==> src/mixer_pkg.sv <==
/* Opcode encoding, instruction field layout and pipeline depth shared by the mixer RTL.
   Field widths are fixed by the 32-bit instruction word. */
package mixer_pkg;

    // Opcode field values, anything else is illegal
    typedef enum logic [7:0] {
        OP_NOOP    = 8'd0,
        OP_CAPTURE = 8'd1,
        OP_SAVE    = 8'd2,
        OP_MAC     = 8'd8,
        OP_MACZ    = 8'd9,
        OP_MACN    = 8'd10,
        OP_MACNZ   = 8'd11,
        OP_HALT    = 8'd15
    } mix_op_t;

    // Word widths
    localparam int INSTR_W   = 32;
    localparam int SAMPLE_W  = 16;
    localparam int GAIN_W    = 16;
    localparam int SLOT_W    = 4;
    localparam int CAPTURE_W = 32;

    // Instruction word layout
    localparam int OP_LSB     = 24;
    localparam int OP_W       = 8;
    localparam int OFFSET_LSB = 20;
    localparam int OFFSET_W   = 4;
    localparam int CHAN_LSB   = 16;
    localparam int GAIN_LSB   = 0;

    // Cycles from fetch of an instruction to its output write
    localparam int PIPE_DEPTH = 9;

endpackage

==> src/mix_sequencer.sv <==
/* Fetch, decode and tap addressing for the MAC pipeline; start is ignored while busy.
   The offset field is 4 bits, so FRAME_W is expected to be 4. */
`timescale 1ns/1ps

module mix_sequencer #(
    parameter int CODE_W  = 8,
    parameter int CHAN_W  = 4,
    parameter int FRAME_W = 4
) (
    input  logic                         ck,
    input  logic                         reset,
    input  logic                         start,
    input  logic [FRAME_W-1:0]           frame,
    input  logic [mixer_pkg::INSTR_W-1:0] coef_rdata,
    output logic [CODE_W-1:0]            coef_raddr,
    output logic [CHAN_W+FRAME_W-1:0]    tap_addr,
    output logic                         busy,
    output logic                         done,
    output logic                         error,
    output logic                         acc_en,
    output logic                         acc_clear,
    output logic                         acc_sub_req,
    output logic                         shift_en,
    output logic                         capture_en,
    output logic [FRAME_W-1:0]           shift_amt,
    output logic [mixer_pkg::GAIN_W-1:0]  gain,
    output logic [mixer_pkg::SLOT_W-1:0]  out_slot
);
    import mixer_pkg::*;

    // HALT reaches decode two cycles after its fetch
    localparam int DRAIN_W    = $clog2(PIPE_DEPTH);
    localparam int DRAIN_LOAD = PIPE_DEPTH - 3;

    logic                start_ok, halt_now;
    logic                fetching, rd_valid, ir_valid;
    logic [CODE_W-1:0]   pc;
    logic [INSTR_W-1:0]  ir;
    mix_op_t             op;
    logic [DRAIN_W-1:0]  drain;

    logic dec_mac, dec_zero, dec_neg, dec_save, dec_cap, dec_halt, dec_illegal;

    // Decode and execute stage registers
    logic                d_mac, d_zero, d_neg, d_save, d_cap;
    logic [CHAN_W-1:0]   d_chan;
    logic [FRAME_W-1:0]  d_off;
    logic [GAIN_W-1:0]   d_gain;
    logic                e_mac, e_zero, e_neg, e_save, e_cap;
    logic [FRAME_W-1:0]  e_off;
    logic [GAIN_W-1:0]   e_gain;

    assign start_ok   = start && !busy;
    assign halt_now   = ir_valid && dec_halt;
    assign coef_raddr = pc;
    assign op         = mix_op_t'(ir[OP_LSB +: OP_W]);

    // Address 0 sits on the bus while idle, so the start cycle fetches it
    always_ff @(posedge ck) begin
        if (reset) begin
            pc <= '0;
        end else if (start_ok) begin
            pc <= CODE_W'(1);
        end else if (fetching && !halt_now) begin
            pc <= pc + 1'b1;
        end else begin
            pc <= '0;
        end
    end

    // Valid bits squash whatever was fetched behind a HALT
    always_ff @(posedge ck) begin
        ir <= coef_rdata;
        if (reset) begin
            rd_valid <= 1'b0;
            ir_valid <= 1'b0;
        end else begin
            rd_valid <= start_ok || (fetching && !halt_now);
            ir_valid <= rd_valid && !halt_now;
        end
    end

    always_comb begin
        dec_mac     = 1'b0;
        dec_zero    = 1'b0;
        dec_neg     = 1'b0;
        dec_save    = 1'b0;
        dec_cap     = 1'b0;
        dec_halt    = 1'b0;
        dec_illegal = 1'b0;
        case (op)
            OP_NOOP:    ;
            OP_CAPTURE: dec_cap = 1'b1;
            OP_SAVE:    dec_save = 1'b1;
            OP_MAC:     dec_mac = 1'b1;
            OP_MACZ: begin
                dec_mac  = 1'b1;
                dec_zero = 1'b1;
            end
            OP_MACN: begin
                dec_mac = 1'b1;
                dec_neg = 1'b1;
            end
            OP_MACNZ: begin
                dec_mac  = 1'b1;
                dec_zero = 1'b1;
                dec_neg  = 1'b1;
            end
            OP_HALT:    dec_halt = 1'b1;
            default:    dec_illegal = 1'b1;
        endcase
    end

    // Run state; done comes one cycle after the drain count reaches one
    always_ff @(posedge ck) begin
        if (reset) begin
            fetching <= 1'b0;
            busy     <= 1'b0;
            done     <= 1'b0;
            error    <= 1'b0;
            drain    <= '0;
        end else begin
            if (start_ok) begin
                fetching <= 1'b1;
                busy     <= 1'b1;
                done     <= 1'b0;
                error    <= 1'b0;
            end
            if (halt_now) begin
                fetching <= 1'b0;
                drain    <= DRAIN_W'(DRAIN_LOAD);
            end else if (drain != '0) begin
                drain <= drain - 1'b1;
            end
            if (drain == DRAIN_W'(1)) begin
                busy <= 1'b0;
                done <= 1'b1;
            end
            if (ir_valid && dec_illegal) begin
                error <= 1'b1;
            end
        end
    end

    always_ff @(posedge ck) begin
        d_chan <= ir[CHAN_LSB +: CHAN_W];
        d_off  <= ir[OFFSET_LSB +: FRAME_W];
        d_gain <= ir[GAIN_LSB +: GAIN_W];
        if (reset) begin
            {d_mac, d_zero, d_neg, d_save, d_cap} <= '0;
        end else begin
            d_mac  <= ir_valid && dec_mac;
            d_zero <= dec_zero;
            d_neg  <= dec_neg;
            d_save <= ir_valid && dec_save;
            d_cap  <= ir_valid && dec_cap;
        end
    end

    // Offset 0 is the newest sample, frame index wraps
    always_ff @(posedge ck) begin
        tap_addr <= {d_chan, frame - d_off};
        e_off    <= d_off;
        e_gain   <= d_gain;
        if (reset) begin
            {e_mac, e_zero, e_neg, e_save, e_cap} <= '0;
        end else begin
            {e_mac, e_zero, e_neg, e_save, e_cap} <= {d_mac, d_zero, d_neg, d_save, d_cap};
        end
    end

    // Controls line up with tap_data at the datapath input
    always_ff @(posedge ck) begin
        shift_amt <= e_off;
        gain      <= e_gain;
        out_slot  <= e_gain[SLOT_W-1:0];
        if (reset) begin
            acc_en      <= 1'b0;
            acc_clear   <= 1'b0;
            acc_sub_req <= 1'b0;
            shift_en    <= 1'b0;
            capture_en  <= 1'b0;
        end else begin
            acc_en      <= e_mac;
            acc_clear   <= e_mac && e_zero;
            acc_sub_req <= e_mac && e_neg;
            shift_en    <= e_save;
            capture_en  <= e_cap;
        end
    end

endmodule

==> config.mk <==
export PLATFORM = sky130hd
export DESIGN_NAME = mix_sequencer
export DESIGN_NICKNAME = d
export VERILOG_FILES = /design/src/mixer_pkg.sv /design/src/mix_sequencer.sv
export SDC_FILE = /design/constraint.sdc
export NUM_CORES = 1
export LEC_CHECK = 0
export BUFFER_PORTS_ARGS = -buffer_cell sky130_fd_sc_hd__buf_2
export CORE_MARGIN = 4
export CORE_UTILIZATION = 50
export DETAILED_ROUTE_END_ITERATION = 16
export GPL_TIMING_DRIVEN = 0
export PLACE_DENSITY = 0.76
export SYNTH_ARGS = -nofsm -noshare
export SYNTH_HDL_FRONTEND = slang
export SYNTH_SLANG_ARGS = --single-unit
==> constraint.sdc <==
create_clock -name ck -period 1.9 [get_ports ck]
set_clock_uncertainty 0.15 [all_clocks]
set_input_delay 0.38 -clock ck [delete_from_list [all_inputs] [get_ports ck]]
set_output_delay 0.38 -clock ck [all_outputs]
set_load 0.05 [all_outputs]
==> impl_metrics.ini, run 1 <==
[cts]
cts_tree = done
cts.htree.levels = 4
clock_latency_ns = 0.49
clock-root-buffer = clkbuf_8
clockBufferDepth = 2
cts.clk_slew.worst_paths_ns = 0.06
cts-buffers-inserted = 17
cts_resized = 0
numClockSinks = 137

[finish]
fin_util_pct = 75.2
final_nets = 413
drive_gt1_share_pct = 32.7
fill_cells = 423
syn2layout_area_growth_pct = 43.9
diodes = 0

[timing]
rsz0062_at_grt = false
finalSetupTns_ns = 0
fmax_ghz = 0.570
hold_viol = 0
slew_violations = 0
fin_crit_ns = 1.75
setup_viol = 0
timing.final.ws_setup_ns = 0.146
tightest_slew_ns = 0.437
slew_headroom_pct = 70.8
period_share_pct = 92.3

[global_routing]
grt_pass1_wl_um = 9110
grt_max_degree = 17
antenna_found_initial = 0
grt_util_all_layers_pct = 14.3
grt_pass1_vias = 2064
grt_overflow = 0

[worst_setup_path]
regToRegStartpoint = ir[29]
slowest_delay_ns = 0.43
r2r_slack_ns = 0.42
path_buf_inv = 1
worstPathArrival_ns = 1.22
cp_top_family = flip-flops
cp-end-kind = output port
path_cells = buf_2
cp.depth = 1
critPathLaunchType = register
path_max_fanout = 6
cp_slowest_cell = dfxtp_1
path_class = register to output port
reg2regPathDepth = 4
regToRegEndpoint = rd_valid
cp.required_ns = 1.37

[pwr]
power.density_nw_per_um2 = 1400
internal_power_mw = 5.22
p_comb_share_pct = 5.8
clockPowerShare_pct = 48.9
p_leak_nw = 2.19
finalPower_mw = 6.75
peakVddDrop_v = 0.000768
power_frac_seq_pct = 45.3
power.switching_mw = 1.53
switching_share_pct = 22.6

[routing]
drc = 0
ant_nets = 0
wl_per_cell_um = 11.7
num_vias = 2005
drt-initial-drc-count = 53
via_per_inst = 4.37
wirelength_um = 5360
first_pass_iters = 4

[place]
dp_worst_setup_slack_ns = 0.365
dp.final_hpwl_um = 3290
gp_congestion = 0.701
portBuffers = 86

[outcome]
status = finished, final reports clean

[floorplanning]
core_um2 = 6420
fp.dieW_um = 90.0
die_area_um2 = 8090
fp.dieH_um = 90.0
num_rows = 29
pin_count = 87
start_util_pct = 52.3

[yosys]
synth_fp_nets = 275
ys_warn_count = 0
synth.most_common_cell = dfxtp_1
ys_seq_area_share_pct = 81.7
ys.flop_type = dfxtp_1
synthArstFlopShare_pct = 0
synthTopCellsByCount = dfxtp_1, nor2_1, inv_1
synth_area_leaders = dfxtp_1, nor2_1, xor2_1, ha_1, nor2b_1
synth-edff-count = 0
ys_seq_elements = 137
synth_area_um2 = 3360
synthCells = 231
synth_top_area_share_pct = 81.7
syn_avg_cell_area_um2 = 14.5
yosysUniqueCellTypes = 31
synth.largest_area_cell = dfxtp_1

[hold_path]
hold_depth = 2
whs_endpoint = capture_en
worstHoldStart = reset
worstHoldPathType = primary input to register

[job]
drv_cap = 0
==> worst max path at each step <==
stage	start	endpoint	slack, ns
floorplan	coef_raddr[0]	coef_raddr[4]	0.38
global placement	frame[0]	tap_addr[2]	0.40
detailed placement	frame[0]	tap_addr[2]	0.37
CTS	coef_raddr[0]	coef_raddr[0]	0.13
global route	coef_raddr[0]	coef_raddr[0]	0.07
finish	coef_raddr[0]	coef_raddr[0]	0.15
==> metrics by stage <==
stage | hold slack, ns | cells | area (um2)
6_report | 0.0448 | 459 | 4830
5_1_grt | 0.0316 | 459 | 4830
4_1_cts | 0.0207 | 459 | 4830
3_5_place_dp | 0.162 | 394 | 3880
3_3_place_gp | 0.160 | 394 | 3880
2_1_floorplan | 0.160 | 231 | 3360
==> cell type report <==
type,count,area (um2),share of cell area [%]
clock buffer,18,428,8.86
tap,77,96.3,1.99
multi-input combinational,79,544,11.3
buffer,5,33.8,0.699
timing repair buffer,119,761,15.7
sequential,137,2740,56.8
clock inverter,14,188,3.89
inverter,10,37.5,0.777
==> cells in the final DEF, fill, tap and decap left out, drive strengths merged, types with 2 or more instances in the layout <==
master,Yosys,layout
a31oi,3,3
bufinv,0,3
and3,3,3
inv,10,16
ha,4,4
buf,4,90
xor2,6,6
a21oi,4,4
xnor2,3,3
nand3,8,8
and2,3,3
clkinv,0,4
o21ai,3,3
a22oi,2,2
nand3b,2,2
dfxtp,137,137
nor3,3,3
dlygate4sd3,0,33
clkbuf,1,19
nand2,2,2
nor2,15,15
nor2b,8,8
==> registers in the layout, indices dropped and copies added (netlist names), 4 cells and up <==
register and cells:
e_off 4, tap_addr 8, drain 4, e_gain 16, d_chan 4, shift_amt 4, coef_raddr 8, gain 13
d_off 4, ir 32, d_gain 16
==> worst reg2reg max path, stage by stage, from the launching register on <==
cell     delay [ns]
dfxtp_1        0.32
nor4_4         0.43
nand3_1        0.23
nand2_1        0.12
a21oi_1        0.08
==> power by group through the flow <==
stage               sequential (mW)  combinational (mW)  clock, mW
finish                         3.06               0.390       3.30
detailed placement             3.12               0.337          0
global route                   3.07               0.414       3.51
global placement               3.11               0.332          0
floorplan                      3.27              0.0705          0
CTS                            3.06               0.393       3.36
==> timing repair <==
item / 4_1_cts / 5_1_grt
setup endpoints to repair: 0 / 0
endpoints found under the hold margin: 33 / 0
buffers inserted: 0 / 0
hold buffers: 33 / 0
==> routing by layer <==
layer  part of all wire [%]  wire, um  global-route usage [%]  vias to the layer above
met5                      0         0                       0                        -
met1                     42      2260                    15.4                      904
met4                   0.63        34                    5.61                        0
met3                    6.9       368                    8.18                        4
met2                     50      2690                    23.4                       71
li1                       -         -                       -                     1026
==> cell families after synthesis <==
family / Yosys count / synth area share [%]
AO/OA/AOI/OAI: 16 / 3.46
XOR/XNOR: 9 / 2.35
adder cells (fa/ha/maj): 5 / 2.09
buffers and inverters: 15 / 2.12
flip-flops: 137 / 81.7
AND/OR/NAND/NOR: 49 / 8.31
Power figures use the tool's default switching activity.
==> run 2: changes to the inputs <==
BUFFER_PORTS_ARGS = not set   (was -buffer_cell sky130_fd_sc_hd__buf_2)
CORE_UTILIZATION = 55   (was 50)
CTS_CLUSTER_SIZE = 40   (was not set)
DONT_BUFFER_PORTS = 1   (was not set)
PLACE_DENSITY = 0.7   (was 0.76)
==> run 2 against run 1 <==
Cell area is 7.2% lower. Sequential share of layout area is 4.5 points higher. First-iteration DRC count is 13% higher. Non-clock buffer count is 81 lower. Global-route usage is 0.79 points higher. Critical path type unchanged. Worst hold slack better by 0.015 ns. Critical path depth stayed put. Highest routed layer unchanged.
==> impl_metrics.ini, run 2 (same netlist as run 1, synthesis figures left out) <==
[timing]
slew_violations = 0
setup_viol = 0
rsz0062_at_grt = false
slew_headroom_pct = 58.0
hold_viol = 0
period_share_pct = 93.6
tightest_slew_ns = 0.628
fmax_ghz = 0.562
holdWs_ns = 0.0600
finalSetupTns_ns = 0
fin_crit_ns = 1.78

[finish]
top_regs = ir x32, d_gain x16, e_gain x16
seq_area_um2 = 2750
diodes = 0
final_common_cell = dfxtp_1
mostFrequentLayoutCells = dfxtp_1, dlygate4sd3_1, clkbuf_16
syn2layout_area_growth_pct = 33.5
final_cell_count_no_fill = 376
multi_input_area_um2 = 544
drive_gt1_share_pct = 14.0
top_register = ir
final_nets = 332
largest_reg_flops = 32
fill_cells = 363

[worst_setup_path]
cp.required_ns = 1.37
r2r_slack_ns = 0.26
cp-end-kind = output port
cp_top_family = flip-flops
critPathLaunchType = register
cp_slowest_cell = dfxtp_2
regToRegEndpoint = coef_raddr[4]
path_buf_inv = 1
worstPathArrival_ns = 1.25
regToRegStartpoint = coef_raddr[0]
path_max_fanout = 2
path_class = register to output port
path_cells = buf_4
slowest_delay_ns = 0.49
reg2regPathDepth = 4

[floorplanning]
start_util_pct = 56.7
num_rows = 28
fp.dieH_um = 86.1
core_um2 = 5920
die_area_um2 = 7420
fp.dieW_um = 86.1
pin_count = 87

[hold_path]
worstHoldStart = start
hold_depth = 2
whs_endpoint = coef_raddr[0]
worstHoldPathType = primary input to register

[pwr]
power.density_nw_per_um2 = 1530
internal_power_mw = 5.41
switching_share_pct = 21.2
power.switching_mw = 1.45
peakVddDrop_v = 0.00118
power_frac_seq_pct = 47.0
p_leak_nw = 1.87
clockPowerShare_pct = 50.8
p_comb_share_pct = 2.1

[global_routing]
grt_util_all_layers_pct = 15.1
grt_overflow = 0
grt_max_degree = 17
grt_pass1_vias = 1685
antenna_found_initial = 0
grt_pass1_wl_um = 8130

[place]
gp_congestion = 0.761
place_inst = 306
dp.final_hpwl_um = 2940
portBuffers = 0

[cts]
cts.htree.levels = 4
cts_tree = done
clockBufferDepth = 2
clock-root-buffer = clkbuf_8
numClockSinks = 137
postCtsSetupBuffers = 0
clock_latency_ns = 0.50
cts.clk_slew.worst_paths_ns = 0.06
cts-buffers-inserted = 17

[routing]
first_pass_iters = 4
via_per_inst = 4.57
drc = 0
wl_per_cell_um = 13.2
num_vias = 1718
wirelength_um = 4970
drt-initial-drc-count = 60
ant_nets = 0

[job]
drv_cap = 0

[outcome]
status = finished, final reports clean
==> run 2: changes by cell type in the layout (fill, tap and decap cells not counted) <==
cell / before / now
clkbuf_1: 1 / 2
dfxtp_2: 0 / 4
dlygate4sd3_1: 33 / 38
inv_6: 5 / 3
bufinv_16: 3 / 5
inv_8: 1 / 0
clkinv_4: 4 / 3
buf_2: 86 / 0
clkinv_2: 0 / 1
dfxtp_1: 137 / 133
==> run 2: layout make-up <==
class	count	share of cell area (%)
sequential	137	61.3
multi-input combinational	79	12.1
clock buffer	19	9.63
timing repair buffer	38	8.48
clock inverter	13	4.80
tap	75	2.09
inverter	10	0.837
buffer	5	0.753
==> run 2: power groups by stage <==
stage	Combinational, mW	Clock (mW)	Sequential, mW
global route	0.162	3.70	3.24
global placement	0.0780	0	3.29
detailed placement	0.0803	0	3.29
CTS	0.145	3.55	3.23
finish	0.145	3.49	3.23
floorplan	0.0705	0	3.27
==> run 2: metrics by stage <==
stage | cell area (um2) | power [mW] | utilization, % | worst slack [ns]
after CTS | 4480 | 6.93 | 75.7 | 0.100
final | 4480 | 6.87 | 75.7 | 0.121
after global routing | 4480 | 7.11 | 75.7 | 0.0752
after global placement | 3450 | 3.36 | 58.3 | 0.278
after detailed placement | 3450 | 3.37 | 58.3 | 0.285
after floorplan | 3360 | 3.34 | - | 0.383
==> run 2: worst max path at each step <==
stage               endpoint          start  slack, ns  cells after the start
2_1_floorplan  coef_raddr[4]  coef_raddr[0]       0.38                      4
5_1_grt          out_slot[1]    out_slot[1]       0.08                      1
4_1_cts          out_slot[0]    out_slot[0]       0.10                      1
6_report         out_slot[1]    out_slot[1]       0.12                      1
3_3_place_gp   coef_raddr[6]  coef_raddr[0]       0.28                      4
3_5_place_dp   coef_raddr[6]  coef_raddr[0]       0.28                      4
==> run 2: repair_timing <==
action	4_1_cts	5_1_grt
endpoints found under the hold margin	59	0
hold buffers	38	0
gates resized for setup	4	0
setup endpoints to repair	4	0
==> run 2: layer usage <==
metal  vias up  global-route usage, %  part of all wire, %
met3         4                   7.11                  6.7
li1        870                      -                    -
met1       782                   16.4                   41
met2        62                   24.2                   51
met4         0                   8.63                  1.3
met5         -                      0                    0
==> run 3: changes to the inputs <==
CORE_UTILIZATION = 56   (was 55)
PLACE_DENSITY = 0.71   (was 0.7)
==> run 3 against run 2 <==
Critical path depth unchanged. Utilization increased by 2.5 points. Clock power decreased by 7.2%. Critical path type unchanged.
==> impl_metrics.ini, run 3 (same netlist as run 1, synthesis figures left out) <==
[cts]
cts_tree = done
clock-root-buffer = clkbuf_8
cts-buffers-inserted = 17
numClockSinks = 137
clockBufferDepth = 2
cts.clk_slew.worst_paths_ns = 0.06
cts.htree.levels = 4
clock_latency_ns = 0.49

[place]
gp_congestion = 0.783
portBuffers = 0
dp.final_hpwl_um = 2980

[pwr]
power.density_nw_per_um2 = 1490
peakVddDrop_v = 0.00114
p_leak_nw = 1.85
finalPower_mw = 6.61

[global_routing]
grt_overflow = 0
antenna_found_initial = 0
grt_max_degree = 17
grt_pass1_vias = 1666
grt_util_all_layers_pct = 14.5
grt_pass1_wl_um = 7850

[routing]
wirelength_um = 4760
drt-initial-drc-count = 66
via_per_inst = 4.56
num_vias = 1700
wl_per_cell_um = 12.8
drc = 0
first_pass_iters = 4
ant_nets = 0

[timing]
slew_violations = 0
holdWs_ns = 0.0568
slew_headroom_pct = 58.2
setup_viol = 0
fmax_ghz = 0.564
period_share_pct = 93.4
finalSetupTns_ns = 0
tightest_slew_ns = 0.626
hold_viol = 0
fin_crit_ns = 1.77
rsz0062_at_grt = false

[floorplanning]
start_util_pct = 59.2
pin_count = 87
num_rows = 27
fp.dieH_um = 85.4
fp.dieW_um = 85.4
core_um2 = 5680
die_area_um2 = 7300

[worst_setup_path]
path_max_fanout = 2
slowest_delay_ns = 0.49
r2r_slack_ns = 0.28
path_buf_inv = 1
cp.required_ns = 1.37
worstPathArrival_ns = 1.24
cp-end-kind = output port
cp_slowest_cell = dfxtp_2
cp_top_family = flip-flops
critPathLaunchType = register
path_class = register to output port
path_cells = buf_4

[finish]
fin_util_pct = 78.3
drive_gt1_share_pct = 14.3
mostFrequentLayoutCells = dfxtp_1, dlygate4sd3_1, clkbuf_16
final_common_cell = dfxtp_1
largest_reg_flops = 32
final_nets = 332
top_regs = ir x32, d_gain x16, e_gain x16
syn2layout_area_growth_pct = 32.3
diodes = 0
top_register = ir

[hold_path]
worstHoldPathType = primary input to register

[job]
drv_cap = 0

[outcome]
status = finished, final reports clean
-- run 3: where the power goes --
part	internal (mW)	switching, mW	leakage, nW
clock network	2.08	1.15	0.295
registers	3.01	0.215	1.14
logic	0.0840	0.0604	0.408
total	5.18	1.43	1.85
-- run 3: final timing paths --
kind / start / endpoint / depth (start not counted)
worst max-delay path: out_slot[0] / out_slot[0] / 1
worst min-delay path: start / coef_raddr[0] / 2
worst max register to register: coef_raddr[0] / coef_raddr[4] / 4
worst min register to register: ir[4] / d_gain[4] / 0
-- run 3: final cells by class --
type / instances / area, um2
multi-input combinational: 79 / 544
buffer: 5 / 33.8
tap: 72 / 90.1
clock buffer: 19 / 442
clock inverter: 13 / 168
fill: 344 / 1230
timing repair buffer: 38 / 380
sequential: 137 / 2750
inverter: 10 / 37.5
-- run 3: repair_timing --
action | 4_1_cts | 5_1_grt
hold endpoints to repair | 59 | 0
hold buffers | 38 | 0
buffers inserted | 0 | 0
gates resized for setup | 4 | 0
endpoints found under the setup margin | 4 | 0
-- run 3: metrics by stage --
stage | instance area (um2) | setup WS, ns | std cells
6_report | 4440 | 0.125 | 373
5_1_grt | 4440 | 0.0804 | 373
4_1_cts | 4440 | 0.0938 | 373
3_5_place_dp | 3450 | 0.284 | 303
3_3_place_gp | 3450 | 0.287 | 303
2_1_floorplan | 3360 | 0.383 | 231
-- run 3: routing by layer --
layer	track usage, %	routed length (um)
met1	16.0	1940
met5	0	0
met4	7.34	64
met3	6.80	341
met2	23.4	2410
