`src/mixer_pkg.sv`:
```
/* Opcode encoding, instruction field layout and pipeline depth shared by the mixer RTL.
   Field widths are fixed by the 32-bit instruction word. */
package mixer_pkg;

    // Opcode field values, anything else is illegal
    typedef enum logic [7:0] {
        OP_NOOP    = 8'd0,
        OP_CAPTURE = 8'd1,
        OP_SAVE    = 8'd2,
        OP_MAC     = 8'd8,
        OP_MACZ    = 8'd9,
        OP_MACN    = 8'd10,
        OP_MACNZ   = 8'd11,
        OP_HALT    = 8'd15
    } mix_op_t;

    // Word widths
    localparam int INSTR_W   = 32;
    localparam int SAMPLE_W  = 16;
    localparam int GAIN_W    = 16;
    localparam int SLOT_W    = 4;
    localparam int CAPTURE_W = 32;

    // Instruction word layout
    localparam int OP_LSB     = 24;
    localparam int OP_W       = 8;
    localparam int OFFSET_LSB = 20;
    localparam int OFFSET_W   = 4;
    localparam int CHAN_LSB   = 16;
    localparam int GAIN_LSB   = 0;

    // Cycles from fetch of an instruction to its output write
    localparam int PIPE_DEPTH = 9;

endpackage

```
`src/mac_datapath.sv`:
```
/* Sign-magnitude multiply and signed accumulate, four cycles from sample to out_we.
   SAVE output is truncated, no saturation. */
`timescale 1ns/1ps

module mac_datapath #(
    parameter int ACC_W = 40
) (
    input  logic                           ck,
    input  logic                           reset,
    input  logic [mixer_pkg::SAMPLE_W-1:0]  sample,
    input  logic [mixer_pkg::GAIN_W-1:0]    gain,
    input  logic                           acc_en,
    input  logic                           acc_clear,
    input  logic                           acc_sub_req,
    input  logic                           shift_en,
    input  logic                           capture_en,
    input  logic [mixer_pkg::OFFSET_W-1:0]  shift_amt,
    input  logic [mixer_pkg::SLOT_W-1:0]    out_slot,
    output logic                           out_we,
    output logic [mixer_pkg::SLOT_W-1:0]    out_addr,
    output logic [mixer_pkg::SAMPLE_W-1:0]  out_audio,
    output logic [mixer_pkg::CAPTURE_W-1:0] capture_out
);
    import mixer_pkg::*;

    localparam int PROD_W = GAIN_W + SAMPLE_W;

    // Sign split stage
    logic [SAMPLE_W-1:0] mag_1;
    logic [GAIN_W-1:0]   gain_1;
    logic                neg_1, acc_en_1, clear_1, sub_1, shift_1, cap_1;
    logic [OFFSET_W-1:0] amt_1;
    logic [SLOT_W-1:0]   slot_1;

    // Multiply stage
    logic [PROD_W-1:0]   prod_2;
    logic                acc_en_2, clear_2, sub_2, shift_2, cap_2;
    logic [OFFSET_W-1:0] amt_2;
    logic [SLOT_W-1:0]   slot_2;

    // Accumulate stage
    logic signed [ACC_W-1:0] acc;
    logic signed [ACC_W-1:0] prod_ext;
    logic signed [ACC_W-1:0] acc_shifted;
    logic                    shift_3, cap_3;
    logic [OFFSET_W-1:0]     amt_3;
    logic [SLOT_W-1:0]       slot_3;

    // Output stage
    logic [SAMPLE_W-1:0] audio_4;
    logic [SLOT_W-1:0]   slot_4;

    // Negative samples become a magnitude; the sign flips add and subtract later
    always_ff @(posedge ck) begin
        mag_1  <= sample[SAMPLE_W-1] ? SAMPLE_W'(-sample) : sample;
        gain_1 <= gain;
        amt_1  <= shift_amt;
        slot_1 <= out_slot;
        if (reset) begin
            neg_1    <= 1'b0;
            acc_en_1 <= 1'b0;
            clear_1  <= 1'b0;
            sub_1    <= 1'b0;
            shift_1  <= 1'b0;
            cap_1    <= 1'b0;
        end else begin
            neg_1    <= sample[SAMPLE_W-1];
            acc_en_1 <= acc_en;
            clear_1  <= acc_clear;
            sub_1    <= acc_sub_req;
            shift_1  <= shift_en;
            cap_1    <= capture_en;
        end
    end

    always_ff @(posedge ck) begin
        prod_2 <= mag_1 * gain_1;
        amt_2  <= amt_1;
        slot_2 <= slot_1;
        if (reset) begin
            acc_en_2 <= 1'b0;
            clear_2  <= 1'b0;
            sub_2    <= 1'b0;
            shift_2  <= 1'b0;
            cap_2    <= 1'b0;
        end else begin
            acc_en_2 <= acc_en_1;
            clear_2  <= clear_1;
            sub_2    <= sub_1 ^ neg_1;
            shift_2  <= shift_1;
            cap_2    <= cap_1;
        end
    end

    assign prod_ext = signed'({{(ACC_W-PROD_W){1'b0}}, prod_2});

    always_ff @(posedge ck) begin
        amt_3  <= amt_2;
        slot_3 <= slot_2;
        if (reset) begin
            acc     <= '0;
            shift_3 <= 1'b0;
            cap_3   <= 1'b0;
        end else begin
            shift_3 <= shift_2;
            cap_3   <= cap_2;
            if (acc_en_2) begin
                if (clear_2) begin
                    acc <= sub_2 ? -prod_ext : prod_ext;
                end else begin
                    acc <= sub_2 ? acc - prod_ext : acc + prod_ext;
                end
            end
        end
    end

    // Slice bits 16+amt up, sign filling above the accumulator top
    assign acc_shifted = acc >>> (SAMPLE_W + amt_3);

    always_ff @(posedge ck) begin
        audio_4 <= acc_shifted[SAMPLE_W-1:0];
        slot_4  <= slot_3;
        if (reset) begin
            out_we      <= 1'b0;
            capture_out <= '0;
        end else begin
            out_we <= shift_3;
            if (cap_3) begin
                capture_out <= acc[CAPTURE_W-1:0];
            end
        end
    end

    // Output bus idles at zero between writes
    assign out_audio = out_we ? audio_4 : '0;
    assign out_addr  = out_we ? slot_4 : '0;

endmodule

```
`config.mk`:
```
export PLATFORM = sky130hd
export DESIGN_NAME = mac_datapath
export DESIGN_NICKNAME = d
export VERILOG_FILES = /design/src/mixer_pkg.sv /design/src/mac_datapath.sv
export SDC_FILE = /design/constraint.sdc
export NUM_CORES = 1
export LEC_CHECK = 0
export BUFFER_PORTS_ARGS = -buffer_cell sky130_fd_sc_hd__clkbuf_2
export CELL_PAD_IN_SITES_DETAIL_PLACEMENT = 1
export CELL_PAD_IN_SITES_GLOBAL_PLACEMENT = 1
export CORE_MARGIN = 2
export CORE_UTILIZATION = 40
export DETAILED_ROUTE_END_ITERATION = 8
export PLACE_DENSITY = 0.76
export SLEW_MARGIN = 30
export SYNTH_ARGS = -nofsm -noshare
export SYNTH_HDL_FRONTEND = slang
export SYNTH_SLANG_ARGS = --single-unit
```
`constraint.sdc`:
```
create_clock -name ck -period 7.6 [get_ports ck]
set_input_delay 1.52 -clock ck [delete_from_list [all_inputs] [get_ports ck]]
set_output_delay 1.52 -clock ck [all_outputs]
set_load 0.01 [all_outputs]
```
==> impl_metrics.json, run 1 <==
{
  "outcome": "finished, final reports clean",
  "fp.coreArea_mm2": 0.0455,
  "drc": 0,
  "fin_setup_tns_ns": 0,
  "syn_area_mm2": 0.0185,
  "setup.worst_path.start_class": "flop",
  "synth_area_leaders": "sky130_fd_sc_hd__fa_1 (21%), sky130_fd_sc_hd__dfxtp_1 (21%), sky130_fd_sc_hd__ha_1 (9.8%)",
  "seqCellArea_mm2": 0.00389,
  "worst-setup-path-type": "flop to flop",
  "post_cts.resized_instances": 0,
  "synth_edf_count": 0,
  "synth_area_per_cell_um2": 8.65,
  "vias_per_cell": 5.30,
  "cts_max_path_buffers": 2,
  "yosys_register_bits": 194,
  "place.gp.congestion": 0.889,
  "synth_cell_type_count": 65,
  "detail_route.first_pass.iterations": 5,
  "die_footprint_mm2": 0.0480,
  "root_buffer": "sky130_fd_sc_hd__clkbuf_16",
  "grt_antenna_before_repair": 0,
  "grt-busiest-layer": "met2",
  "critPathMaxFanout": 16,
  "number_of_cells_produced_by_synthesis": 2140,
  "yosys.area.top_type_share_pct": 21.1,
  "worst_slew_margin_rel_pct": 28.2,
  "grt_max_degree": 80,
  "clk_pin_slew_ns": 0.08,
  "area_of_combinational_cells_with_multiple_inputs_mm2": 0.0132,
  "grt.met2_usage_pct": 37.2,
  "ios": 100,
  "num_vias": 14688,
  "leakagePower_nw": 9.26,
  "post-route-util_pct": 44.0,
  "skew_ns": 0.0246,
  "grt_pass1_wl_um": 81600,
  "worst_ir_drop_vdd_v": 0.000381,
  "p_per_cell_area_mw_per_mm2": 490,
  "worst_pin_slew_ns": 1.05,
  "post-route-period-util_pct": 88.3,
  "synth_async_sr_flop_share_pct": 0,
  "synth_largest_area_cell": "sky130_fd_sc_hd__fa_1",
  "numPortBuffers": 99,
  "die_wd_um": 219,
  "timing.final.max_slew_violations": 0,
  "cts_inserted_buffers": 17,
  "grt_setup_unrepaired": "false",
  "synth_warnings": 0,
  "chipHeight_um": 219,
  "achievable-frequency_ghz": 0.149,
  "wl_um": 50300,
  "routed_wire_length_per_instance_um": 18.1,
  "required_ns": 8.03,
  "floorplan.rows": 78,
  "drt_iter0_markers": 712,
  "drive_above_1_share_pct": 8.06,
  "filler_cell_count": 5360,
  "setup.worst_path.end_class": "flop",
  "clock_insertion_delay_worst_skew_ns": 0.51,
  "min-delay-path-class": "flop to flop",
  "seq_area_frac_synth_pct": 21.0,
  "syn_nets": 2527,
  "cts_num_sinks": 194,
  "ctsHoldBuffers": 0,
  "antennaDiodeCount": 0,
  "finalSetupViolations": 0,
  "synth_top_flop_cell": "sky130_fd_sc_hd__dfxtp_1",
  "ctsHtreeMaxLevel": 4,
  "layout.nets": 2544,
  "initial_utilization_pct": 40.7,
  "antenna_left": 0,
  "finalHoldViolCount": 0,
  "cts_tree": "yes",
  "finalWorstPathRequiredPeriod_ns": 6.71,
  "cp_data_arrival_time_ns": 7.14,
  "groute.layer.met3.usage_pct": 3.99,
  "postCtsSetupRepairBufs": 0,
  "gr_util_all_layers_pct": 21.6,
  "area.growth.synth_to_final_pct": 8.20,
  "grt.met1_usage_pct": 27.5,
  "max-cap-violations": 0,
  "grt_pass1_vias": 15791,
  "grt_overflow_total": 0,
  "hpwl_um": 39500
}
-- worst max-delay path, cell delays in order (launching register included) --
cell	delay, ns
sky130_fd_sc_hd__dfxtp_1	0.79
sky130_fd_sc_hd__nand2_1	0.18
sky130_fd_sc_hd__fa_1	0.58
sky130_fd_sc_hd__inv_1	0.06
sky130_fd_sc_hd__fa_1	0.53
sky130_fd_sc_hd__inv_1	0.07
sky130_fd_sc_hd__fa_1	0.48
sky130_fd_sc_hd__inv_1	0.06
sky130_fd_sc_hd__fa_1	0.50
sky130_fd_sc_hd__fa_1	0.55
sky130_fd_sc_hd__inv_1	0.06
sky130_fd_sc_hd__fa_1	0.53
sky130_fd_sc_hd__inv_1	0.04
sky130_fd_sc_hd__ha_1	0.35
sky130_fd_sc_hd__a21oi_1	0.23
sky130_fd_sc_hd__nor2b_1	0.09
sky130_fd_sc_hd__o21ai_0	0.25
sky130_fd_sc_hd__a31oi_1	0.19
sky130_fd_sc_hd__a221oi_1	0.53
sky130_fd_sc_hd__o2111ai_1	0.21
sky130_fd_sc_hd__a21oi_1	0.22
sky130_fd_sc_hd__xnor2_1	0.13
-- sequential cells by signal, indices dropped and copies added (netlist names), 16 cells and up --
name and flops:
acc 40, capture_out 32, prod_2 32, audio_4 16
gain_1 16, mag_1 16
-- stage by stage --
stage / std cells / worst slack, ns / cell area (µm²) / power [mW] / hold slack [ns]
3_5_place_dp: 2738 / 0.949 / 19400 / 8.75 / 0.313
3_3_place_gp: 2738 / 1.22 / 19400 / 8.40 / 0.311
4_1_cts: 2770 / 0.888 / 20000 / 9.87 / 0.334
5_1_grt: 2770 / 0.534 / 20000 / 10.9 / 0.336
2_1_floorplan: 2140 / 1.68 / 18500 / 7.06 / 0.310
6_report: 2770 / 0.893 / 20000 / 9.81 / 0.331
-- report_power, final --
part | switching, mW | internal [mW] | total [mW]
Clock | 0.513 | 0.460 | 0.973
Sequential | 0.259 | 1.26 | 1.52
Combinational | 4.19 | 3.13 | 7.32
-- kinds of logic after synthesis --
family / count (synthesis) / share of synthesized area [%]
adders and majority gates: 340 / 30.9
xor gates and xnor gates: 130 / 6.15
and+or+nand+nor: 690 / 18.0
DFF: 194 / 21.0
muxes: 88 / 5.35
buffers and inverters: 368 / 7.55
AOI/OAI and AO/OA: 330 / 11.0
-- layout make-up --
type	count	share of cell area (%)
flip-flops and latches	194	19.4
well taps	600	3.75
repair buffers	105	2.70
inverters	261	4.89
clock inverters	15	1.05
clock buffers	17	2.13
multi-input cells	1578	66.0
-- per-layer routing --
metal,share of wire (%),wire length [µm],up-vias
li1,-,-,6989
met1,45,22900,7322
met2,48,24100,307
met3,4.6,2300,70
met4,1.9,979,0
met5,0,0,-
-- synthesized netlist by cell type (all sizes together), types with 27 or more instances --
library cell and number:
nand2 240, nor2 154, and2 131, a21o 31
nor2b 29, mux2i 73, dfxtp 194, a211oi 30
fa 195, o21ai 83, inv 261, nor3 27
ha 145, xnor2 99, xor2 31, clkbuf 88
a21oi 98
-- path summary, 6_finish.rpt --
check / endpoint / start / depth (start not counted) / slack [ns]
min reg2reg: amt_3[2] / amt_2[2] / 0 / 0.33
min: amt_3[2] / amt_2[2] / 0 / 0.33
max: prod_2[31] / gain_1[9] / 21 / 0.89
max reg2reg: prod_2[31] / gain_1[9] / 21 / 0.89
-- cells in the final DEF, fill, tap and decap left out, types with 73 or more instances in the layout --
master and instances:
sky130_fd_sc_hd__inv_1 260, sky130_fd_sc_hd__nand2_1 240, sky130_fd_sc_hd__fa_1 195, sky130_fd_sc_hd__dfxtp_1 190
sky130_fd_sc_hd__nor2_1 153, sky130_fd_sc_hd__ha_1 145, sky130_fd_sc_hd__and2_1 131, sky130_fd_sc_hd__xnor2_1 99
sky130_fd_sc_hd__a21oi_1 98, sky130_fd_sc_hd__clkbuf_2 98, sky130_fd_sc_hd__o21ai_0 73, sky130_fd_sc_hd__mux2i_1 73
Note: power is estimated with default switching activity, not from simulation.
==> inputs of run 2 (changes only) <==
Settings changed: CORE_ASPECT_RATIO from default to 0.7, CORE_MARGIN 2 to 8.
==> impl_metrics.json, run 2 (synthesized netlist as in run 1, its figures left out) <==
{
  "root_buffer": "sky130_fd_sc_hd__clkbuf_16",
  "postLayoutSetupSlackWorst_ns": 0.798,
  "drc": 0,
  "crit_path_cell_trace": "nand2_1 -> fa_1 -> fa_1 -> inv_1 -> fa_1 -> inv_1 -> fa_1 -> fa_1 -> fa_1 -> inv_1 -> ha_1 -> nand4_1 -> nor4_1 -> nor2_1 -> a21o_1 -> a31oi_1 -> a41oi_1 -> o21ai_0 -> a21o_1 -> a21oi_1 -> xnor2_1",
  "vias_per_cell": 5.32,
  "cpMostUsedCell": "sky130_fd_sc_hd__fa_1",
  "grt_max_degree": 86,
  "detail_route.first_pass.iterations": 4,
  "hpwl_um": 41000,
  "most-common-layout-cells": "sky130_fd_sc_hd__inv_1 (260), sky130_fd_sc_hd__nand2_1 (240), sky130_fd_sc_hd__fa_1 (195), sky130_fd_sc_hd__dfxtp_1 (190), sky130_fd_sc_hd__nor2_1 (153)",
  "place_worst_setup_slack_ns": 0.843,
  "cts_max_path_buffers": 2,
  "drt_iter0_markers": 816,
  "chipHeight_um": 196,
  "timing.final.max_slew_violations": 0,
  "setup.worst_path.end_class": "flop",
  "reg2reg_to": "prod_2[30]",
  "worst_slew_margin_rel_pct": 36.5,
  "max-cap-violations": 0,
  "cp_slowest_stage_delay_ns": 0.82,
  "cp-startpoint": "mag_1[6]",
  "drive_above_1_share_pct": 8.15,
  "setup.worst_path.end": "prod_2[30]",
  "required_ns": 7.97,
  "finalWorstPathRequiredPeriod_ns": 6.80,
  "cts_tree": "yes",
  "filler_cell_count": 5466,
  "place.gp.congestion": 0.881,
  "max_flop_register": "acc",
  "largestRegisters": "acc x40, capture_out x32, prod_2 x32",
  "clk_pin_slew_ns": 0.08,
  "die_wd_um": 273,
  "fin_setup_tns_ns": 0,
  "critPathMaxFanout": 16,
  "grt_pass1_vias": 16394,
  "outcome": "finished, final reports clean",
  "skew_ns": 0.0109,
  "r2r.worst_path.cells": 21,
  "largest_register_ffs": 40,
  "antenna_left": 0,
  "ios": 100,
  "clock_insertion_delay_worst_skew_ns": 0.47,
  "cts_inserted_buffers": 17,
  "floorplan.rows": 66,
  "worst_ir_drop_vdd_v": 0.000592,
  "setup.worst_path.start_class": "flop",
  "layout.cells.most_common": "sky130_fd_sc_hd__inv_1",
  "layout.nets": 2546,
  "post_cts.resized_instances": 0,
  "r2r_slack_ns": 0.80,
  "area.growth.synth_to_final_pct": 8.03,
  "min-delay-path-class": "flop to flop",
  "leakagePower_nw": 9.25,
  "p_per_cell_area_mw_per_mm2": 483,
  "worst_path_max_delay_cell": "sky130_fd_sc_hd__dfxtp_1",
  "grt_setup_unrepaired": "false",
  "die_footprint_mm2": 0.0535,
  "grt_overflow_total": 0,
  "finalHoldViolCount": 0,
  "finalSetupViolations": 0,
  "cp_data_arrival_time_ns": 7.17,
  "ctsHtreeMaxLevel": 4,
  "wl_um": 51300,
  "crit-reg2reg-launch": "mag_1[6]",
  "grt_pass1_wl_um": 85800,
  "ctsHoldBuffers": 0,
  "num_vias": 14822,
  "numPortBuffers": 99,
  "worst-setup-path-type": "flop to flop",
  "initial_utilization_pct": 40.2,
  "worst_pin_slew_ns": 0.928,
  "post-route-period-util_pct": 89.5,
  "achievable-frequency_ghz": 0.147,
  "cts_num_sinks": 194,
  "fp.coreArea_mm2": 0.0461,
  "routed_wire_length_per_instance_um": 18.4,
  "antennaDiodeCount": 0,
  "gr_util_all_layers_pct": 19.7,
  "postCtsSetupRepairBufs": 0,
  "grt_antenna_before_repair": 1,
  "worst_hold_startpoint": "amt_2[1]"
}
-- run 2: changes by cell type in the layout (fill, tap and decap cells not counted), sizes merged --
cell      previous run  this run
bufinv               0         1
inv                271       268
buf                  7         9
clkinvlp             0         2
-- run 2: through the flow --
| stage | hold WS [ns] | total power [mW] | std cells | util (%) | cell area [µm²] |
|---|---|---|---|---|---|
| after floorplan | 0.310 | 7.06 | 2140 | - | 18500 |
| after CTS | 0.331 | 9.74 | 2784 | 43.4 | 20000 |
| after global placement | 0.310 | 8.46 | 2752 | 42.1 | 19400 |
| after global routing | 0.337 | 10.8 | 2784 | 43.4 | 20000 |
| after detailed placement | 0.313 | 8.73 | 2752 | 42.1 | 19400 |
| final | 0.327 | 9.65 | 2784 | 43.4 | 20000 |
-- run 2: how the worst min path moves through the flow --
stage	to	slack [ns]	depth (start not counted)
2_1_floorplan	amt_2[0]	0.31	0
3_3_place_gp	amt_3[1]	0.31	0
3_5_place_dp	amt_2[2]	0.31	0
4_1_cts	amt_2[2]	0.33	0
5_1_grt	amt_3[1]	0.34	0
6_report	amt_3[1]	0.33	0
-- run 2: worst max-delay path, delay by kind of cell (launching register included) --
family / cells / cell delay, ns
AO/OA/AOI/OAI: 6 / 1.32
adder cells (fa/ha/maj): 7 / 3.50
XOR/XNOR: 1 / 0.14
AND/OR/NAND/NOR: 4 / 0.75
buffers and inverters: 3 / 0.14
flip-flops: 1 / 0.82
-- run 2: area by class of cell --
type / instances / area (µm²) / share of cell area [%]
inverters: 261 / 980 / 4.90
repair buffers: 107 / 556 / 2.78
clock inverters: 15 / 148 / 0.739
multi-input cells: 1578 / 13200 / 66.2
flip-flops and latches: 194 / 3890 / 19.5
well taps: 612 / 766 / 3.83
clock buffers: 17 / 425 / 2.13
-- run 2: power breakdown --
part / switching (mW) / total (mW) / internal (mW)
Combinational: 4.11 / 7.21 / 3.10
Clock: 0.453 / 0.914 / 0.461
Sequential: 0.272 / 1.53 / 1.26
Total: 4.83 / 9.65 / 4.82
-- run 2: per-layer routing --
metal	vias to the layer above	share of wire (%)	track usage [%]
met5	-	0.025	0
met2	265	48	33.3
li1	6989	-	-
met1	7504	47	26.3
met3	62	3.8	2.97
met4	2	1.6	4.92
==> inputs of run 3 (changes only) <==
Settings changed: PLACE_DENSITY 0.76 to 0.8.
==> impl_metrics.json, run 3 (synthesized netlist as in run 1, its figures left out) <==
{
  "outcome": "finished, final reports clean",
  "critPathMaxFanout": 16,
  "grt_antenna_before_repair": 0,
  "clock_insertion_delay_worst_skew_ns": 0.47,
  "num_vias": 14823,
  "antennaDiodeCount": 0,
  "floorplan.rows": 66,
  "finalHoldViolCount": 0,
  "drive_above_1_share_pct": 8.01,
  "worst_pin_slew_ns": 0.928,
  "cts_max_path_buffers": 2,
  "detailed_route_wirelength_on_metal3_um": 2580,
  "root_buffer": "sky130_fd_sc_hd__clkbuf_16",
  "finalSetupViolations": 0,
  "crit_path_cell_trace": "nand2_1 -> fa_1 -> inv_1 -> fa_1 -> ha_1 -> inv_1 -> fa_1 -> fa_1 -> fa_1 -> inv_1 -> ha_1 -> nand2_1 -> or3b_1 -> and2_1 -> o221ai_1 -> o211ai_1 -> a31oi_1 -> a221oi_1 -> o2111ai_1 -> a21oi_1 -> xnor2_1",
  "setup.worst_path.end_class": "flop",
  "placed_area_mm2": 0.0194,
  "cp_data_arrival_time_ns": 7.09,
  "hpwl_um": 40500,
  "wl_um": 50500,
  "met1Wirelength_um": 23500,
  "grt_max_degree": 86,
  "layout.cells.most_common": "sky130_fd_sc_hd__inv_1",
  "most-common-layout-cells": "sky130_fd_sc_hd__inv_1 (260), sky130_fd_sc_hd__nand2_1 (240), sky130_fd_sc_hd__fa_1 (195), sky130_fd_sc_hd__dfxtp_1 (190), sky130_fd_sc_hd__nor2_1 (153)",
  "cts_inserted_buffers": 17,
  "hold_slack_ns": 0.317,
  "fin_setup_tns_ns": 0,
  "grt_overflow_total": 0,
  "post_cts.resized_instances": 0,
  "worst-setup-path-type": "flop to flop",
  "die_footprint_mm2": 0.0535,
  "initial_utilization_pct": 40.2,
  "antenna_left": 0,
  "ios": 100,
  "die_wd_um": 273,
  "post-route-util_pct": 43.4,
  "layout.nets": 2545,
  "routed_wire_length_per_instance_um": 18.2,
  "finalWorstPathRequiredPeriod_ns": 6.74,
  "cts_tree": "yes",
  "ctsHtreeMaxLevel": 4,
  "gr_util_all_layers_pct": 19.4,
  "achievable-frequency_ghz": 0.148,
  "crit-reg2reg-launch": "gain_1[3]",
  "setup.worst_path.start_class": "flop",
  "area.growth.synth_to_final_pct": 8.04,
  "cp-startpoint": "gain_1[3]",
  "cp_slowest_stage_delay_ns": 0.80,
  "report.power.total_mw": 9.82,
  "detail_route.first_pass.iterations": 5,
  "p_per_cell_area_mw_per_mm2": 492,
  "chipHeight_um": 196,
  "sum_of_met2_wire_segment_lengths_after_detailed_routing_um": 23600,
  "clk_pin_slew_ns": 0.08,
  "worst_hold_startpoint": "slot_3[1]",
  "drc": 0,
  "vias_per_cell": 5.33,
  "place.gp.congestion": 0.890,
  "worst_path_max_delay_cell": "sky130_fd_sc_hd__dfxtp_1",
  "grt_pass1_vias": 16221,
  "top_signal_layer_used": "met4",
  "grt_pass1_wl_um": 84700,
  "fin_area_mm2": 0.0200,
  "cts_num_sinks": 194,
  "post-route-period-util_pct": 88.7,
  "worst_slew_margin_rel_pct": 38.1,
  "timing.final.max_slew_violations": 0,
  "worst_ir_drop_vdd_v": 0.000658,
  "largestRegisters": "acc x40, capture_out x32, prod_2 x32",
  "required_ns": 7.96,
  "cpMostUsedCell": "sky130_fd_sc_hd__fa_1",
  "skew_ns": 0.0135,
  "fp.coreArea_mm2": 0.0461,
  "largest_register_ffs": 40,
  "postCtsSetupRepairBufs": 0,
  "max-cap-violations": 0,
  "ctsHoldBuffers": 0,
  "leakagePower_nw": 9.24,
  "drt_iter0_markers": 889,
  "min-delay-path-class": "flop to flop",
  "grt_setup_unrepaired": "false",
  "max_flop_register": "acc",
  "numPortBuffers": 99
}
run 3: cell types whose count changed in the layout (fill, tap and decap cells not counted), sizes merged:
| cell | previous run | this run |
|---|---|---|
| clkinv | 5 | 7 |
| clkbuf | 115 | 117 |
| inv | 268 | 265 |
| buf | 9 | 8 |
| clkinvlp | 2 | 1 |
run 3: layer usage:
| layer | track usage, % | up-vias |
|---|---|---|
| met5 | 0 | - |
| met4 | 4.45 | 0 |
| met3 | 3.26 | 69 |
| met2 | 32.4 | 342 |
| met1 | 26.1 | 7424 |
| li1 | - | 6988 |
run 3: layout make-up:
cell class | count | area, µm²
Clock buffer | 19 | 433
Clock inverter | 13 | 149
Inverter | 261 | 980
Multi-Input combinational cell | 1578 | 13200
Fill cell | 5463 | 26100
Tap cell | 612 | 766
Timing Repair Buffer | 106 | 548
Sequential cell | 194 | 3890
run 3: critical path: cells and delay by family, from the launching register on:
kind	cells	cell delay (ns)
buffers and inverters	3	0.15
XOR/XNOR	1	0.13
flip-flops	1	0.80
AO/OA/AOI/OAI	6	1.56
adder cells (fa/ha/maj)	7	3.14
AND/OR/NAND/NOR	4	0.83
run 3: final timing paths:
| kind | endpoint | slack, ns | cells past startpoint |
|---|---|---|---|
| setup / recovery | prod_2[31] | 0.86 | 21 |
| setup reg to reg | prod_2[31] | 0.86 | 21 |
| hold reg to reg | slot_4[1] | 0.32 | 0 |
| hold / removal | slot_4[1] | 0.32 | 0 |
run 3: metrics by stage:
stage	worst slack, ns	cells
floorplan	1.68	2140
global placement	1.16	2751
detailed placement	0.941	2751
CTS	0.923	2783
global route	0.570	2783
finish	0.862	2783
run 3: where the power goes:
part | internal (mW) | switching [mW] | leakage, nW
Clock | 0.464 | 0.453 | 0.281
Combinational | 3.12 | 4.26 | 7.35
Sequential | 1.26 | 0.269 | 1.61
Total | 4.84 | 4.98 | 9.24
